### src/board_pkg.sv
package board_pkg;

    // APB data and address widths
    localparam int data_w = 32;
    localparam int addr_w = 5;

    // Interrupt vector and software LED widths
    localparam int irq_w = 8;
    localparam int led_w = 5;

    // Register byte offsets
    localparam logic [addr_w-1:0] reg_status  = 5'h00;
    localparam logic [addr_w-1:0] reg_pending = 5'h04;
    localparam logic [addr_w-1:0] reg_mask    = 5'h08;
    localparam logic [addr_w-1:0] reg_active  = 5'h0C;
    localparam logic [addr_w-1:0] reg_led     = 5'h10;

    // Interrupt bit positions, bit 0 wins
    localparam int irq_uart  = 0;
    localparam int irq_ost1  = 1;
    localparam int irq_ost2  = 2;
    localparam int irq_ost3  = 3;
    localparam int irq_frame = 4;

    // Named interrupt sources, MSB first
    typedef struct packed {
        // Spare bits above frame, always zero
        logic [irq_w-irq_frame-2:0] spare;
        logic                       frame;
        logic                       ost3;
        logic                       ost2;
        logic                       ost1;
        logic                       uart;
    } irq_src_t;

    // Same word seen as a flat vector or as named sources
    typedef union packed {
        logic [irq_w-1:0] vec;
        irq_src_t         fld;
    } irq_word_t;

endpackage

### src/reset_gen.sv
`timescale 1ns/1ns

module reset_gen #(
    parameter int DTR_RESET_CYCLES = 16
) (
    input  logic clk100,
    input  logic rst,
    input  logic reset_n,
    input  logic uart_dtr_n,
    output logic cpu_rst,
    output logic sys_rst
);

    // Counter wide enough to hold the full DTR hold time
    localparam int cnt_w = $clog2(DTR_RESET_CYCLES + 1);

    // Button synchronizer, high while pressed
    logic [1:0]       btn_sync;
    // Two DTR sync stages, then one delay stage for edge detect
    logic [2:0]       dtr_sync;
    logic             dtr_fall;
    logic [cnt_w-1:0] dtr_cnt;

    always_ff @(posedge clk100)
    begin
        if (rst)
        begin
            btn_sync <= 2'b00;
            // DTR idles high, so no false edge after reset
            dtr_sync <= 3'b111;
            dtr_fall <= 1'b0;
            dtr_cnt  <= '0;
        end
        else
        begin
            btn_sync <= {btn_sync[0], ~reset_n};
            dtr_sync <= {dtr_sync[1:0], uart_dtr_n};
            // Registered falling edge of the synchronized DTR
            dtr_fall <= dtr_sync[2] & ~dtr_sync[1];
            // A new edge restarts the hold time
            if (dtr_fall)
                dtr_cnt <= cnt_w'(DTR_RESET_CYCLES);
            else if (dtr_cnt != '0)
                dtr_cnt <= dtr_cnt - 1'b1;
        end
    end

    // Any reset source holds the CPU in reset
    assign cpu_rst = rst | btn_sync[1] | (dtr_cnt != '0);
    assign sys_rst = cpu_rst;

    a_rst_forces_cpu_rst: assert property (@(posedge clk100) rst |-> cpu_rst)
        else $error("cpu_rst low while rst is high");

    // DTR edge holds reset for the whole programmed window
    a_dtr_hold: assert property (@(posedge clk100) disable iff (rst)
        dtr_fall |=> cpu_rst [*DTR_RESET_CYCLES])
        else $error("DTR reset window too short");

endmodule

### src/board_inputs.sv
`timescale 1ns/1ns

module board_inputs (
    input  logic       clk100,
    input  logic       sys_rst,
    input  logic [3:0] dipsw,
    input  logic       frame_drawn,
    output logic       boot_mode,
    output logic       half_res,
    output logic       frame_pulse
);

    // Only switches 3 and 2 carry a function, rightmost is dipsw[0]
    logic [1:0] sw_s1;
    logic [1:0] sw_s2;
    // Frame-drawn sync stages plus edge delay
    logic       fd_s1;
    logic       fd_s2;
    logic       fd_d;

    // Static switches, two plain sync stages
    always_ff @(posedge clk100)
    begin
        sw_s1 <= dipsw[3:2];
        sw_s2 <= sw_s1;
    end

    assign boot_mode = sw_s2[1];
    assign half_res  = sw_s2[0];

    // Frame-drawn crosses from the pixel clock domain
    always_ff @(posedge clk100)
    begin
        if (sys_rst)
        begin
            fd_s1       <= 1'b0;
            fd_s2       <= 1'b0;
            fd_d        <= 1'b0;
            frame_pulse <= 1'b0;
        end
        else
        begin
            fd_s1       <= frame_drawn;
            fd_s2       <= fd_s1;
            fd_d        <= fd_s2;
            // One-cycle pulse on the synchronized rising edge
            frame_pulse <= fd_s2 & ~fd_d;
        end
    end

    a_frame_pulse_single: assert property (@(posedge clk100) disable iff (sys_rst)
        frame_pulse |=> !frame_pulse)
        else $error("frame_pulse wider than one cycle");

endmodule

### src/irq_ctrl.sv
`timescale 1ns/1ns

module irq_ctrl (
    input  logic                 clk100,
    input  logic                 sys_rst,
    input  logic                 uart_irq,
    input  logic                 ost1_int,
    input  logic                 ost2_int,
    input  logic                 ost3_int,
    input  logic                 frame_pulse,
    input  board_pkg::irq_word_t mask,
    input  board_pkg::irq_word_t clear_req,
    output board_pkg::irq_word_t pending,
    output board_pkg::irq_word_t irq_vec,
    output logic                 irq,
    output logic                 active_valid,
    output logic [2:0]           active_idx
);

    import board_pkg::*;

    // Raw sources in interrupt bit order
    irq_word_t src_word;

    always_comb
    begin
        src_word           = '0;
        src_word.fld.uart  = uart_irq;
        src_word.fld.ost1  = ost1_int;
        src_word.fld.ost2  = ost2_int;
        src_word.fld.ost3  = ost3_int;
        src_word.fld.frame = frame_pulse;
    end

    // Pending latches
    // A source still high re-sets its bit, so set beats clear
    always_ff @(posedge clk100)
    begin
        if (sys_rst)
        begin
            pending <= '0;
        end
        else
        begin
            pending.vec <= (pending.vec & ~clear_req.vec) | src_word.vec;
        end
    end

    // Masked vector follows pending without delay
    assign irq_vec.vec  = pending.vec & mask.vec;
    assign irq          = |irq_vec.vec;
    assign active_valid = irq;

    // Lowest set index wins, so scan from the top down
    always_comb
    begin
        active_idx = '0;
        for (int i = irq_w - 1; i >= 0; i--)
        begin
            if (irq_vec.vec[i])
            begin
                active_idx = 3'(i);
            end
        end
    end

    a_irq_has_source: assert property (@(posedge clk100) disable iff (sys_rst)
        irq |-> (irq_vec.vec != '0))
        else $error("irq high with empty vector");

    // Nothing ever sets the spare positions
    a_spare_zero: assert property (@(posedge clk100) disable iff (sys_rst)
        pending.fld.spare == '0)
        else $error("spare pending bits set");

    // A masked-in source raises irq on the cycle after it is seen
    a_src_to_irq: assert property (@(posedge clk100) disable iff (sys_rst)
        ((src_word.vec & mask.vec) != '0) ##1 $stable(mask) |-> irq)
        else $error("enabled source did not raise irq");

endmodule

### src/apb_regs.sv
`timescale 1ns/1ns

module apb_regs (
    input  logic                         clk100,
    input  logic                         sys_rst,
    input  logic                         psel,
    input  logic                         penable,
    input  logic                         pwrite,
    input  logic [board_pkg::addr_w-1:0] paddr,
    input  logic [board_pkg::data_w-1:0] pwdata,
    output logic [board_pkg::data_w-1:0] prdata,
    output logic                         pready,
    output logic                         pslverr,
    input  logic                         boot_mode,
    input  logic                         half_res,
    input  board_pkg::irq_word_t         pending,
    input  logic                         active_valid,
    input  logic [2:0]                   active_idx,
    output board_pkg::irq_word_t         mask,
    output board_pkg::irq_word_t         clear_req,
    output logic                         led_gpu,
    output logic                         led_flash,
    output logic                         led_usb,
    output logic                         led_eth,
    output logic                         led_user
);

    import board_pkg::*;

    logic             access;
    logic             wr_en;
    logic             addr_ok;
    logic [data_w-1:0] rd_data;
    logic [led_w-1:0] led_q;

    // Access phase of a transfer
    assign access = psel & penable;
    assign wr_en  = access & pwrite;

    // No wait states
    assign pready = 1'b1;

    // Offset decode and read mux
    always_comb
    begin
        addr_ok = 1'b1;
        rd_data = '0;
        case (paddr)
            reg_status:
                rd_data = {{(data_w - 2){1'b0}}, half_res, boot_mode};
            reg_pending:
                rd_data = data_w'(pending.vec);
            reg_mask:
                rd_data = data_w'(mask.vec);
            reg_active:
                // Valid flag in bit 7, index in the low bits
                rd_data = data_w'({active_valid, 4'b0000, active_idx});
            reg_led:
                rd_data = data_w'(led_q);
            default:
                addr_ok = 1'b0;
        endcase
    end

    // Unmapped offsets read zero
    assign prdata  = rd_data;
    assign pslverr = access & ~addr_ok;

    // Mask and LED registers, STATUS and ACTIVE ignore writes
    always_ff @(posedge clk100)
    begin
        if (sys_rst)
        begin
            mask  <= '0;
            led_q <= '0;
        end
        else if (wr_en)
        begin
            if (paddr == reg_mask)
                mask.vec <= pwdata[irq_w-1:0];
            if (paddr == reg_led)
                led_q <= pwdata[led_w-1:0];
        end
    end

    // Write-1-to-clear, lands in pending at the end of the access cycle
    assign clear_req.vec = (wr_en && paddr == reg_pending) ? pwdata[irq_w-1:0] : '0;

    // LED order from bit 0
    assign led_gpu   = led_q[0];
    assign led_flash = led_q[1];
    assign led_usb   = led_q[2];
    assign led_eth   = led_q[3];
    assign led_user  = led_q[4];

    a_penable_needs_psel: assert property (@(posedge clk100) disable iff (sys_rst)
        penable |-> psel)
        else $error("penable without psel");

endmodule

### src/board_ctrl_top.sv
`timescale 1ns/1ns

module board_ctrl_top #(
    parameter int DTR_RESET_CYCLES = 16
) (
    input  logic                         clk100,
    input  logic                         rst,
    input  logic                         uart_dtr_n,
    input  logic                         reset_n,
    input  logic [3:0]                   dipsw,
    input  logic                         frame_drawn,
    input  logic                         uart_irq,
    input  logic                         ost1_int,
    input  logic                         ost2_int,
    input  logic                         ost3_int,
    input  logic                         uart_rx,
    input  logic                         uart_tx_mon,
    input  logic                         psel,
    input  logic                         penable,
    input  logic                         pwrite,
    input  logic [board_pkg::addr_w-1:0] paddr,
    input  logic [board_pkg::data_w-1:0] pwdata,
    output logic [board_pkg::data_w-1:0] prdata,
    output logic                         pready,
    output logic                         pslverr,
    output logic                         cpu_rst,
    output board_pkg::irq_word_t         irq_vec,
    output logic                         irq,
    output logic                         led_gpu,
    output logic                         led_flash,
    output logic                         led_usb,
    output logic                         led_eth,
    output logic                         led_user,
    output logic                         led_uart_rx,
    output logic                         led_uart_tx
);

    import board_pkg::*;

    logic       sys_rst;
    logic       boot_mode;
    logic       half_res;
    logic       frame_pulse;
    logic       active_valid;
    logic [2:0] active_idx;
    irq_word_t  pending;
    irq_word_t  mask;
    irq_word_t  clear_req;

    // Reset from button, DTR and system reset
    reset_gen #(
        .DTR_RESET_CYCLES(DTR_RESET_CYCLES)
    ) u_reset_gen (
        .clk100(clk100), .rst(rst), .reset_n(reset_n), .uart_dtr_n(uart_dtr_n),
        .cpu_rst(cpu_rst), .sys_rst(sys_rst)
    );

    board_inputs u_board_inputs (
        .clk100(clk100), .sys_rst(sys_rst), .dipsw(dipsw), .frame_drawn(frame_drawn),
        .boot_mode(boot_mode), .half_res(half_res), .frame_pulse(frame_pulse)
    );

    irq_ctrl u_irq_ctrl (
        .clk100(clk100), .sys_rst(sys_rst),
        .uart_irq(uart_irq), .ost1_int(ost1_int), .ost2_int(ost2_int),
        .ost3_int(ost3_int), .frame_pulse(frame_pulse),
        .mask(mask), .clear_req(clear_req), .pending(pending), .irq_vec(irq_vec),
        .irq(irq), .active_valid(active_valid), .active_idx(active_idx)
    );

    apb_regs u_apb_regs (
        .clk100(clk100), .sys_rst(sys_rst),
        .psel(psel), .penable(penable), .pwrite(pwrite), .paddr(paddr),
        .pwdata(pwdata), .prdata(prdata), .pready(pready), .pslverr(pslverr),
        .boot_mode(boot_mode), .half_res(half_res), .pending(pending),
        .active_valid(active_valid), .active_idx(active_idx),
        .mask(mask), .clear_req(clear_req),
        .led_gpu(led_gpu), .led_flash(led_flash), .led_usb(led_usb),
        .led_eth(led_eth), .led_user(led_user)
    );

    // UART lines idle high, so the LEDs light on activity
    assign led_uart_rx = ~uart_rx;
    assign led_uart_tx = ~uart_tx_mon;

endmodule

### config.mk
export PLATFORM = sky130hd
export DESIGN_NAME = board_ctrl_top
export DESIGN_NICKNAME = d
export VERILOG_FILES = /design/src/board_pkg.sv /design/src/reset_gen.sv /design/src/board_inputs.sv /design/src/irq_ctrl.sv /design/src/apb_regs.sv /design/src/board_ctrl_top.sv
export SDC_FILE = /design/constraint.sdc
export NUM_CORES = 1
export LEC_CHECK = 0
export ABC_AREA = 0
export BUFFER_PORTS_ARGS = -buffer_cell sky130_fd_sc_hd__buf_2
export CAP_MARGIN = 10
export CELL_PAD_IN_SITES_DETAIL_PLACEMENT = 1
export CELL_PAD_IN_SITES_GLOBAL_PLACEMENT = 1
export CORE_MARGIN = 1
export CORE_UTILIZATION = 28
export DETAILED_ROUTE_END_ITERATION = 6
export PLACE_DENSITY = 0.76
export SLEW_MARGIN = 20
export SYNTH_ARGS = -nofsm -noshare
export SYNTH_HDL_FRONTEND = slang
export SYNTH_SLANG_ARGS = --single-unit
### constraint.sdc
create_clock -name clk100 -period 1.6 [get_ports clk100]
set_input_delay 0.24 -clock clk100 [delete_from_list [all_inputs] [get_ports clk100]]
set_output_delay 0.24 -clock clk100 [all_outputs]
set_load 0.02 [all_outputs]
Word-level counts from Yosys, hierarchy flattened
Cells that the tools add are included.
- register bits: 40
- output and inout port bits: 51
- equal/unequal tests: 4
- add/subtract/negate cells: 1
- reductions and logical operators: 9
- multiplexer cells: 13
- bitwise operators: 17
- operator list (operator ; count):
    one-hot mux 8 bit (5 select lines) ; 1
    2-to-1 mux 3 bit ; 8
    AND 8 bit ; 2
    equality test 5 x 4 -> 1 bit (second input constant) ; 2
    2-to-1 mux 5 bit ; 2
    2-to-1 mux 8 bit ; 1
    inverter 8 bit ; 1
    bitwise OR 8 x 5 -> 8 bit ; 1
    OR reduction 8 bit ; 1
    inverter 1 bit ; 6
    AND 1 bit ; 5
    equality test 5 x 3 -> 1 bit (second input constant) ; 1
    equality test 5 bit (second input constant) ; 1
    zero test 5 bit ; 1
    nonzero test 5 bit ; 1
    OR reduction 5 bit ; 1
    subtractor 5 x 1 -> 5 bit (second input constant) ; 1
    AND reduction 2 bit ; 2
    bitwise OR 1 bit ; 2
    nonzero test 2 bit ; 1
    OR reduction 2 bit ; 1
    logical AND 1 bit ; 1
    2-to-1 mux 1 bit ; 1

Logic depth before layout (Yosys ltp)
Gate-level depths: netlist (run 1).
- word-level depth: 10
- depth in mapped cells: 7
- depth with buffers taken out: 6

Hierarchy
Synthesis (run 1) repeated with hierarchy kept, for this count alone.
- cell total of the unflattened synthesis: 232
- area total of the unflattened synthesis: 2075.7 um2
- by module, submodules not included (module ; area each (um2) ; sequential area each (um2) ; instances ; cells an instance):
    apb_regs ; 1079.8 ; 260.2 ; 1 ; 125
    irq_ctrl ; 401.6 ; 160.2 ; 1 ; 54
    reset_gen ; 395.4 ; 220.2 ; 1 ; 39
    board_inputs ; 191.4 ; 160.2 ; 1 ; 12
    board_ctrl_top ; 7.5 ; 0.0 ; 1 ; 2

Worst setup path after synthesis (run 1)
No wires, ideal clock.
- path kind: input to output
- from: in paddr[4] (netlist bit)
- to: out prdata[0] (netlist bit)
- path buffers: 1
- required time: 1.360 ns
- cell stages on the path: 5
- path slack: -0.106 ns
- data arrival time: 1.466 ns
- path through: buf_6 -> or3_4 -> nor2_1 -> a221oi_1 -> o21ai_0
- word-level cells in the longest chain between the ends: 2
- elaborated cells between the ends (all ways): 6
- those cells by class: 4 x eq/ne; 1 x mux; 1 x reduce/logical
- ends and longest elaborated chain (item ; line ; RTL):
    start, declared ; board_ctrl_top.sv:21 ; input logic [board_pkg::addr_w-1:0] paddr,
    equality test 5 bit, or another cell as far along ; apb_regs.sv:48 ; case (paddr)
    one-hot mux 8 bit (5 select lines) (*) ; apb_regs.sv:48 ;
    end, declared ; board_ctrl_top.sv:23 ; output logic [board_pkg::data_w-1:0] prdata,
Every way passes the cells marked *; elsewhere a longest branch is shown, timed or not.

Worst setup path in the final report (run 1)
- from: reg u_irq_ctrl.pending[3] (netlist bit)
- to: out prdata[7] (netlist bit)
- word-level cells in the longest chain between the ends: 3
- ends and longest elaborated chain (item ; line ; RTL):
    start, declared ; irq_ctrl.sv:13 ; output board_pkg::irq_word_t pending,
    AND 8 bit ; irq_ctrl.sv:50 ; assign irq_vec.vec = pending.vec & mask.vec;
    OR reduction 8 bit ; irq_ctrl.sv:51 ; assign irq = |irq_vec.vec;
    one-hot mux 8 bit (5 select lines) ; apb_regs.sv:48 ;
No other way between the ends.

==> flow_summary.toml, run 1 <==
[yosys]
synth_top_cell_by_area = "dfxtp_1"
ys_warn_count = 0
ys_types = 41
syn_area_per_cell_um2 = 9.02
yosys-top-cells-area = "dfxtp_1, buf_4, mux2i_1"
netlist_area_um2 = 1930
synth-edff-count = 0
synth_seq_cells = 40
synth_top_area_share_pct = 41.5
synth-async-reset-ratio_pct = 0
yosysSeqAreaShare_pct = 41.5
synthFlopType = "dfxtp_1"
synthCells = 214

[drt]
wl_met1_mm = 2.43
wl_met3_um = 253
detail_route.vias_per_cell = 4.48
wirelength_mm = 5.28
highest_layer = "met4"
wl_per_cell_um = 13.8
final_antenna_net_count = 0
dr_wl_met2_mm = 2.55
drcViolationCount = 0
drtIter0Drc = 57
dr.pass1.iters = 4
vias = 1713

[sta]
post-route-period-util_pct = 108
fin_skew_ps = 3.20
setup_viol_count_final = 7
fmax_ghz = 0.577
rsz0062_at_grt = "true"
fin_crit_ps = 1730
drv_slew = 0
setup_slack_ps = -132
tns_ps = -418
hold_viol = 0

[worst_setup_path]
regToRegSetupSlack_ps = 120
worstSetupEndpointType = "primary output"
crit_path_top_delay_cell = "dfxtp_2"
path_buf_inv = 1
setup.worst_path.start_class = "register"
cp_max_fo = 4
max_stage_delay_ps = 360
cp.arrival_ps = 1490
r2r_end = "u_board_inputs.frame_pulse$_SDFF_PP0_"
path_class = "reg2out"
path_delay_family = "compound AO/OA/AOI/OAI gates"
r2r_start = "u_reset_gen.dtr_cnt[0]$_SDFFE_PP0P_"
critPathRequiredTime_ps = 1360
reg2reg_depth = 8
cp_cell_sequence = "a22oi_2 -> and3_4 -> a31oi_1 -> a22o_1 -> buf_6"

[run_status]
violations = "setup timing"
outcome = "complete, but fails checks"

[cells_and_area]
n_fill_cell = 766
drive_gt1_share_pct = 43.3
fin_area_um2 = 2750
area_growth_syn_to_layout_pct = 42.5
n_antenna_cell = 0
nNetsFinal = 362
final-seq-area_um2 = 810
multiInputGateArea_um2 = 1050

[power_and_ir_drop]
irDropWorstVdd_v = 0.000603
p_leak_uw = 0.00138
powerDensity_nw_per_um2 = 999

[cts]
cts_buffers = 5
tritoncts = "built"
ctsHtreeMaxLevel = 2
ctsHoldBuffers = 0
cts_sinks = 40
cts_buffer_depth = 2
clkTransAtPathRegs_ps = 70
clk-insertion-delay-late_ps = 280
ctsRootBufferMaster = "clkbuf_8"

[grt]
antenna_found_initial = 0
grt_pass1_wl_mm = 8.01
overflow = 0
grt_start_max_net_pins = 15
gr-usage-all-layers_pct = 14.3
grt_pass1_vias = 1641

[floorplanning]
die_y_um = 85.0
dieArea_um2 = 7230
io_pins = 106
num_rows = 29
die_x_um = 85.0
initial_core_util_pct = 29.7
design.core.area_um2 = 6490

[job]
cap_violations = 0

[place]
portBuffers = 54
placed_cell_area_um2 = 2390
gp_congestion = 0.762
dp_hpwl_mm = 3.78

[worst_hold_path]
holdPathEnd = "u_board_inputs.sw_s1[1]$_DFF_P_"
min_path_type = "in2reg"
min_from = "dipsw[3]"
whs_path_depth = 1
## per-stage QoR
step | util [%] | total power (µW) | std cells | setup WS [ps] | hold WS, ps
floorplan | - | 1630 | 237 | -7.27 | 268
CTS | 40.2 | 2580 | 374 | -139 | 39.9
detailed placement | 36.9 | 1810 | 364 | -94.8 | 314
finish | 42.3 | 2750 | 382 | -132 | 51.8
global placement | 36.9 | 1780 | 364 | -81.7 | 313
global route | 42.3 | 2910 | 382 | -236 | 44.0
## worst max path at each step
stage	from	to	slack, ps	cells past startpoint
finish	u_irq_ctrl.pending[3]$_SDFF_PP0_	prdata[7]	-130	5
global route	u_irq_ctrl.pending[4]$_SDFF_PP0_	prdata[2]	-240	6
CTS	u_apb_regs.mask[3]$_SDFFE_PP0P_	prdata[7]	-140	5
detailed placement	paddr[4]	u_apb_regs.mask[5]$_SDFFE_PP0P_	-90	7
global placement	paddr[4]	prdata[7]	-80	6
floorplan	paddr[4]	prdata[0]	-7	5
## layer usage
metal	GRT usage, %	vias to the layer above
met5	0	-
met4	4.62	0
met3	2.82	6
met2	23.1	60
met1	19.2	794
li1	-	853
## cell families (layout without fill, tap and decap cells)
logic type               count (synthesis)  count (layout)  share of synthesized area (%)
buffers and inverters                   44             112                           13.8
AND/OR/NAND/NOR                         78              78                           22.1
AO/OA/AOI/OAI                           29              29                           11.1
other                                    2              25                          0.389
flip-flops                              40              40                           41.5
adder cells (fa/ha/maj)                  2               2                           1.30
XOR/XNOR                                 3               3                           1.36
multiplexers                            16              16                           8.43
## registers in the layout (all words and copies together) (netlist names)
register / flops
u_board_inputs.frame_pulse: 1
u_apb_regs.mask: 8
u_board_inputs.fd_d: 1
u_board_inputs.sw_s2: 2
u_reset_gen.dtr_sync: 3
u_reset_gen.dtr_cnt: 5
u_board_inputs.sw_s1: 2
u_reset_gen.dtr_fall: 1
u_apb_regs.led_q: 5
u_board_inputs.fd_s2: 1
u_board_inputs.fd_s1: 1
u_irq_ctrl.pending: 8
u_reset_gen.btn_sync: 2
## cell usage in the layout (no fill, tap or decap), types with 3 or more instances in the layout
cell	n
clkbuf_8	7
mux2i_1	14
buf_6	10
inv_1	11
nand3_1	4
dfxtp_2	4
dfxtp_1	35
conb_1	25
xnor2_1	3
nand2_1	15
nor2_1	21
nand2_2	3
o21a_1	5
a22o_1	4
and3_1	4
or2_2	3
and2_1	4
a21boi_0	4
buf_2	44
buf_4	34
## where the power goes
part           internal, µW  switching [µW]  leakage (µW)  total (µW)
Sequential             1100            83.3      0.000329        1180
Combinational           424             427      0.000996         852
Clock                   384             326     0.0000503         710
## Yosys cell counts, types with 2 or more instances
| cell | instances |
|---|---|
| a21boi_0 | 4 |
| a22o_1 | 4 |
| a22oi_1 | 3 |
| a31oi_1 | 2 |
| a32oi_1 | 3 |
| and2_1 | 4 |
| and3_1 | 5 |
| buf_4 | 25 |
| clkbuf_1 | 3 |
| conb_1 | 2 |
| dfxtp_1 | 40 |
| ha_1 | 2 |
| inv_1 | 14 |
| mux2_2 | 2 |
| mux2i_1 | 14 |
| nand2_1 | 20 |
| nand3_1 | 5 |
| nand3b_1 | 2 |
| nor2_1 | 23 |
| nor2b_1 | 2 |
| nor3_1 | 4 |
| o21a_1 | 5 |
| o21ai_0 | 4 |
| or2_2 | 3 |
| xnor2_1 | 3 |
## area by class of cell
cell class	count	share of cell area, %
Multi-Input combinational cell	153	38.1
Sequential cell	40	29.4
Timing Repair Buffer	91	23.4
Clock buffer	7	3.50
Tap cell	77	3.50
Inverter	14	2.00
## timing repair
| action | 4_1_cts | 5_1_grt |
|---|---|---|
| buffers inserted | 3 | 8 |
| endpoints found under the setup margin | 10 | 11 |
| gates cloned | 0 | 0 |
| resized for setup | 29 | 25 |
| pin swaps | 8 | 6 |
No activity file was read; power rests on OpenSTA's default activity.
==> inputs of run 2 (changes only) <==
--- a/config.mk
+++ b/config.mk
@@ -13,6 +13,7 @@
 export CORE_MARGIN = 1
 export CORE_UTILIZATION = 28
 export DETAILED_ROUTE_END_ITERATION = 6
+export GPL_ROUTABILITY_DRIVEN = 0
 export PLACE_DENSITY = 0.76
 export SLEW_MARGIN = 20
 export SYNTH_ARGS = -nofsm -noshare
==> constraint.sdc (replaced) <==
create_clock -name clk100 -period 1.6 [get_ports clk100]
set_input_delay 0.16 -clock clk100 [delete_from_list [all_inputs] [get_ports clk100]]
set_output_delay 0.16 -clock clk100 [all_outputs]
set_load 0.1 [all_outputs]
==> run 2 against run 1 <==
  * Critical endpoint unchanged
  * Fmax grew 0.35%
  * The run still ends with setup timing left
  * Flip-flop and latch count unchanged
  * Largest power group is now combinational logic
  * Final cell count grew 0.26%
  * Non-clock buffer count is the same
==> flow_summary.toml, run 2 (same netlist as run 1, synthesis figures left out) <==
[power_and_ir_drop]
powerDensity_nw_per_um2 = 1080
irDropWorstVdd_v = 0.000781
fin_total_pwr_uw = 3180
p_leak_uw = 0.00141

[drt]
dr.pass1.iters = 4
drcViolationCount = 0
wirelength_mm = 5.43
vias = 1783
detail_route.vias_per_cell = 4.66
wl_per_cell_um = 14.2
final_antenna_net_count = 0
drtIter0Drc = 90

[cells_and_area]
n_antenna_cell = 0
nNetsFinal = 362
area_growth_syn_to_layout_pct = 52.1
reg_top3 = "u_apb_regs.mask x8, u_irq_ctrl.pending x8"
n_fill_cell = 762
final_cell_mix = "buf_2, buf_4, dfxtp_1"
fin_area_um2 = 2940
layout_commonest_cell = "buf_2"
drive_gt1_share_pct = 47.1

[sta]
post-route-period-util_pct = 108
drv_slew = 0
setup_slack_ps = -126
fmax_ghz = 0.579
fin_skew_ps = 5.42
hold_viol = 0
setup_viol_count_final = 5
rsz0062_at_grt = "true"
fin_crit_ps = 1730

[floorplanning]
design.core.area_um2 = 6490
die_y_um = 85.0
die_x_um = 85.0
io_pins = 106
dieArea_um2 = 7230
initial_core_util_pct = 29.7
num_rows = 29

[cts]
ctsRootBufferMaster = "clkbuf_8"
cts_buffers = 5
clkTransAtPathRegs_ps = 80
clk-insertion-delay-late_ps = 300
cts_buffer_depth = 2
cts_sinks = 40
ctsHtreeMaxLevel = 2
tritoncts = "built"

[place]
dp_hpwl_mm = 4.17
placed_cell_area_um2 = 2620
portBuffers = 54
place_ws_ps = -92.1

[worst_setup_path]
cp_cell_sequence = "a22oi_2 -> and3_1 -> a31oi_1 -> a22o_4 -> buf_12"
critPathRequiredTime_ps = 1440
worstSetupEndpointType = "primary output"
setup.worst_path.start_class = "register"
cp.arrival_ps = 1570
max_stage_delay_ps = 350
path_class = "reg2out"
cp_max_fo = 4
crit_path_top_delay_cell = "dfxtp_2"

[job]
cap_violations = 0

[grt]
grt_start_max_net_pins = 15
overflow = 0
antenna_found_initial = 0
grt_pass1_vias = 1753
gr-usage-all-layers_pct = 15.7
grt_pass1_wl_mm = 8.71

[worst_hold_path]
min_path_type = "in2reg"

[run_status]
violations = "setup timing"
outcome = "complete, but fails checks"
run 2: cell count changes in the layout (fill, tap and decap cells not counted), moves of 3 or more:
cell	change
a22o_1	-3
a22o_4	+3
buf_12	+9
buf_4	-4
buf_6	-7
dfxtp_1	-8
dfxtp_2	+8
dlygate4sd3_1	+3
run 2: final cells by class:
class / count / area [µm²] / share of cell area, %
sequential: 40 / 820 / 27.9
inverter: 14 / 56.3 / 1.92
timing repair buffer: 91 / 729 / 24.9
clock buffer: 5 / 68.8 / 2.34
multi-input combinational: 153 / 1120 / 38.1
tap: 77 / 96.3 / 3.28
clock inverter: 3 / 46.3 / 1.58
run 2: routing by layer:
layer / vias up / track usage (%) / part of all wire (%)
li1: 858 / - / -
met1: 847 / 20.6 / 43
met2: 71 / 25.9 / 49
met3: 7 / 3.31 / 6.0
met4: 0 / 4.78 / 1.2
met5: - / 0 / 0
run 2: stage by stage:
stage	utilization, %	cells	TNS (ps)	hold WS [ps]
floorplan	-	237	-685	188
global placement	40.3	361	-93.2	279
detailed placement	40.3	361	-431	272
CTS	44.0	377	-461	29.8
global route	45.2	383	-912	31.8
finish	45.2	383	-391	38.1
run 2: critical path, delay by kind of cell (launching register included):
family | cells | cell delay [ps]
compound gates | 3 | 540
flops | 1 | 350
simple gates | 1 | 210
buf+inv | 1 | 160
run 2: path summary, 6_finish.rpt:
kind / from / end / slack [ps] / cells past startpoint
max: u_apb_regs.mask[3]$_SDFFE_PP0P_ / prdata[7] / -130 / 5
min: uart_dtr_n / u_reset_gen.dtr_sync[0]$_SDFF_PP1_ / 40 / 2
max reg2reg: u_reset_gen.dtr_cnt[1]$_SDFFE_PP0P_ / u_irq_ctrl.pending[7]$_SDFF_PP0_ / 110 / 7
min reg2reg: u_board_inputs.sw_s1[1]$_DFF_P_ / u_board_inputs.sw_s2[1]$_DFF_P_ / 330 / 0
run 2: power by group:
group          switching [µW]  internal, µW
registers                70.1          1090
logic                     734           434
clock network             381           470
total                    1190          2000
run 2: timing repair:
action                                  4_1_cts  5_1_grt
hold buffers                                  3        0
pin swaps                                     7        3
cloned                                        0        0
gates resized for setup                      18       12
endpoints found under the setup margin       23        9
buffers inserted                              6        7
hold endpoints to repair                      3        0
==> inputs of run 3 (changes only) <==
--- a/config.mk
+++ b/config.mk
@@ -15,6 +15,7 @@
 export DETAILED_ROUTE_END_ITERATION = 6
 export GPL_ROUTABILITY_DRIVEN = 0
 export PLACE_DENSITY = 0.76
+export RECOVER_POWER = 50
 export SLEW_MARGIN = 20
 export SYNTH_ARGS = -nofsm -noshare
 export SYNTH_HDL_FRONTEND = slang
==> run 3 against run 2 <==
  * The flow still finishes with violations (setup timing)
  * Sequential power barely moved
  * First-iteration DRC count increased by 1.1%
  * Wire length increased by 0.53%
  * Critical path depth unchanged
  * Total power shrank 0.50%
  * Clock power hardly changed
  * Final area shrank 0.34%
  * Global-route usage unchanged
  * Non-clock buffer count is the same
  * Via count increased by 0.17%
  * Sequential share of layout area rose by 0.053 points
  * Combinational power barely moved
  * Highest routed layer unchanged
==> flow_summary.toml, run 3 (same netlist as run 1, synthesis figures left out) <==
[run_status]
outcome = "complete, but fails checks"
violations = "setup timing"

[drt]
wl_per_cell_um = 14.3
wirelength_mm = 5.46
detail_route.vias_per_cell = 4.66
drcViolationCount = 0
dr.pass1.iters = 4
vias = 1786
final_antenna_net_count = 0
drtIter0Drc = 91

[cts]
clk-insertion-delay-late_ps = 300
tritoncts = "built"
ctsHtreeMaxLevel = 2
clkTransAtPathRegs_ps = 80
cts_buffer_depth = 2
ctsRootBufferMaster = "clkbuf_8"
cts_buffers = 5
cts_sinks = 40

[floorplanning]
io_pins = 106
num_rows = 29
die_y_um = 85.0
design.core.area_um2 = 6490
die_x_um = 85.0
dieArea_um2 = 7230
initial_core_util_pct = 29.7

[place]
dp_hpwl_mm = 4.17
placed_cell_area_um2 = 2620
place_ws_ps = -92.1
portBuffers = 54

[worst_setup_path]
critPathRequiredTime_ps = 1440
path_class = "reg2out"
cp_max_fo = 4
worstSetupEndpointType = "primary output"
cp.arrival_ps = 1560
setup.worst_path.start_class = "register"

[power_and_ir_drop]
p_leak_uw = 0.00140
power_frac_seq_pct = 36.7
powerDensity_nw_per_um2 = 1080
irDropWorstVdd_v = 0.000777
clockPowerShare_pct = 26.9
p_int_uw = 1980
p_sw_share_pct = 37.4
p_comb_share_pct = 36.5
p_sw_uw = 1190

[cells_and_area]
area_growth_syn_to_layout_pct = 51.6
final_cell_mix = "buf_2, dfxtp_1, buf_4"
nNetsFinal = 362
n_antenna_cell = 0
reg_top3 = "u_apb_regs.mask x8, u_irq_ctrl.pending x8"
layout_commonest_cell = "buf_2"
fin_area_um2 = 2930
drive_gt1_share_pct = 45.8

[sta]
post-route-period-util_pct = 108
worstMarginPinSlew_ps = 1160
slew_headroom_pct = 22.9
hold_viol = 0
rsz0062_at_grt = "true"
setup_viol_count_final = 5
fin_skew_ps = 5.34
fmax_ghz = 0.580
drv_slew = 0
setup_slack_ps = -125
fin_crit_ps = 1720

[grt]
grt_pass1_vias = 1753
overflow = 0
antenna_found_initial = 0
grt_pass1_wl_mm = 8.71
grt_start_max_net_pins = 15
gr-usage-all-layers_pct = 15.7

[worst_hold_path]
min_path_type = "in2reg"

[job]
cap_violations = 0
## run 3: final timing paths
| kind | from | endpoint | slack (ps) | depth (start not counted) |
|---|---|---|---|---|
| max | u_apb_regs.mask[3]$_SDFFE_PP0P_ | prdata[7] | -120 | 5 |
| min | uart_dtr_n | u_reset_gen.dtr_sync[0]$_SDFF_PP1_ | 40 | 2 |
| max reg2reg | u_reset_gen.dtr_cnt[0]$_SDFFE_PP0P_ | u_reset_gen.dtr_cnt[1]$_SDFFE_PP0P_ | 70 | 7 |
| min reg2reg | u_board_inputs.sw_s1[1]$_DFF_P_ | u_board_inputs.sw_s2[1]$_DFF_P_ | 330 | 0 |
## run 3: routing by layer
metal | global-route usage, % | up-vias | wire (µm)
li1 | - | 855 | -
met4 | 4.78 | 0 | 63
met2 | 25.9 | 68 | 2700
met3 | 3.31 | 7 | 334
met1 | 20.6 | 856 | 2360
met5 | 0 | - | 0
## run 3: repair_timing
action                                  CTS  global route
endpoints found under the setup margin   23             9
setup buffers                             6             7
hold buffers                              3             0
hold endpoints to repair                  3             0
pin swaps                                 7             3
gates resized for setup                  18            12
## run 3: critical path, cell delays in order, from the launching register on
cell and delay [ps]:
dfxtp_2 350, a22oi_2 200, and3_1 210, a31oi_1 100, a22o_4 240, buf_12 160
## run 3: stage by stage
step	std cells	util, %	power (µW)	hold slack, ps	TNS [ps]
5_1_grt	383	45.0	3330	31.8	-1020
3_3_place_gp	361	40.3	2100	279	-93.2
2_1_floorplan	237	-	1940	188	-685
3_5_place_dp	361	40.3	2140	272	-431
4_1_cts	377	44.0	3040	29.8	-461
6_report	383	45.0	3170	37.8	-384
## run 3: final cells by class
class | instances | area [µm²]
inverter | 14 | 56.3
timing repair buffer | 91 | 721
clock buffer | 5 | 68.8
multi-input combinational | 153 | 1120
fill | 763 | 3570
sequential | 40 | 818
clock inverter | 3 | 46.3
tap | 77 | 96.3
## run 3: power groups by stage
stage               clock network [µW]  registers, µW  logic [µW]
finish                             851           1160        1150
global route                       922           1170        1240
CTS                                879           1150        1010
detailed placement                   0           1180         960
global placement                     0           1170         930
floorplan                            0           1160         775
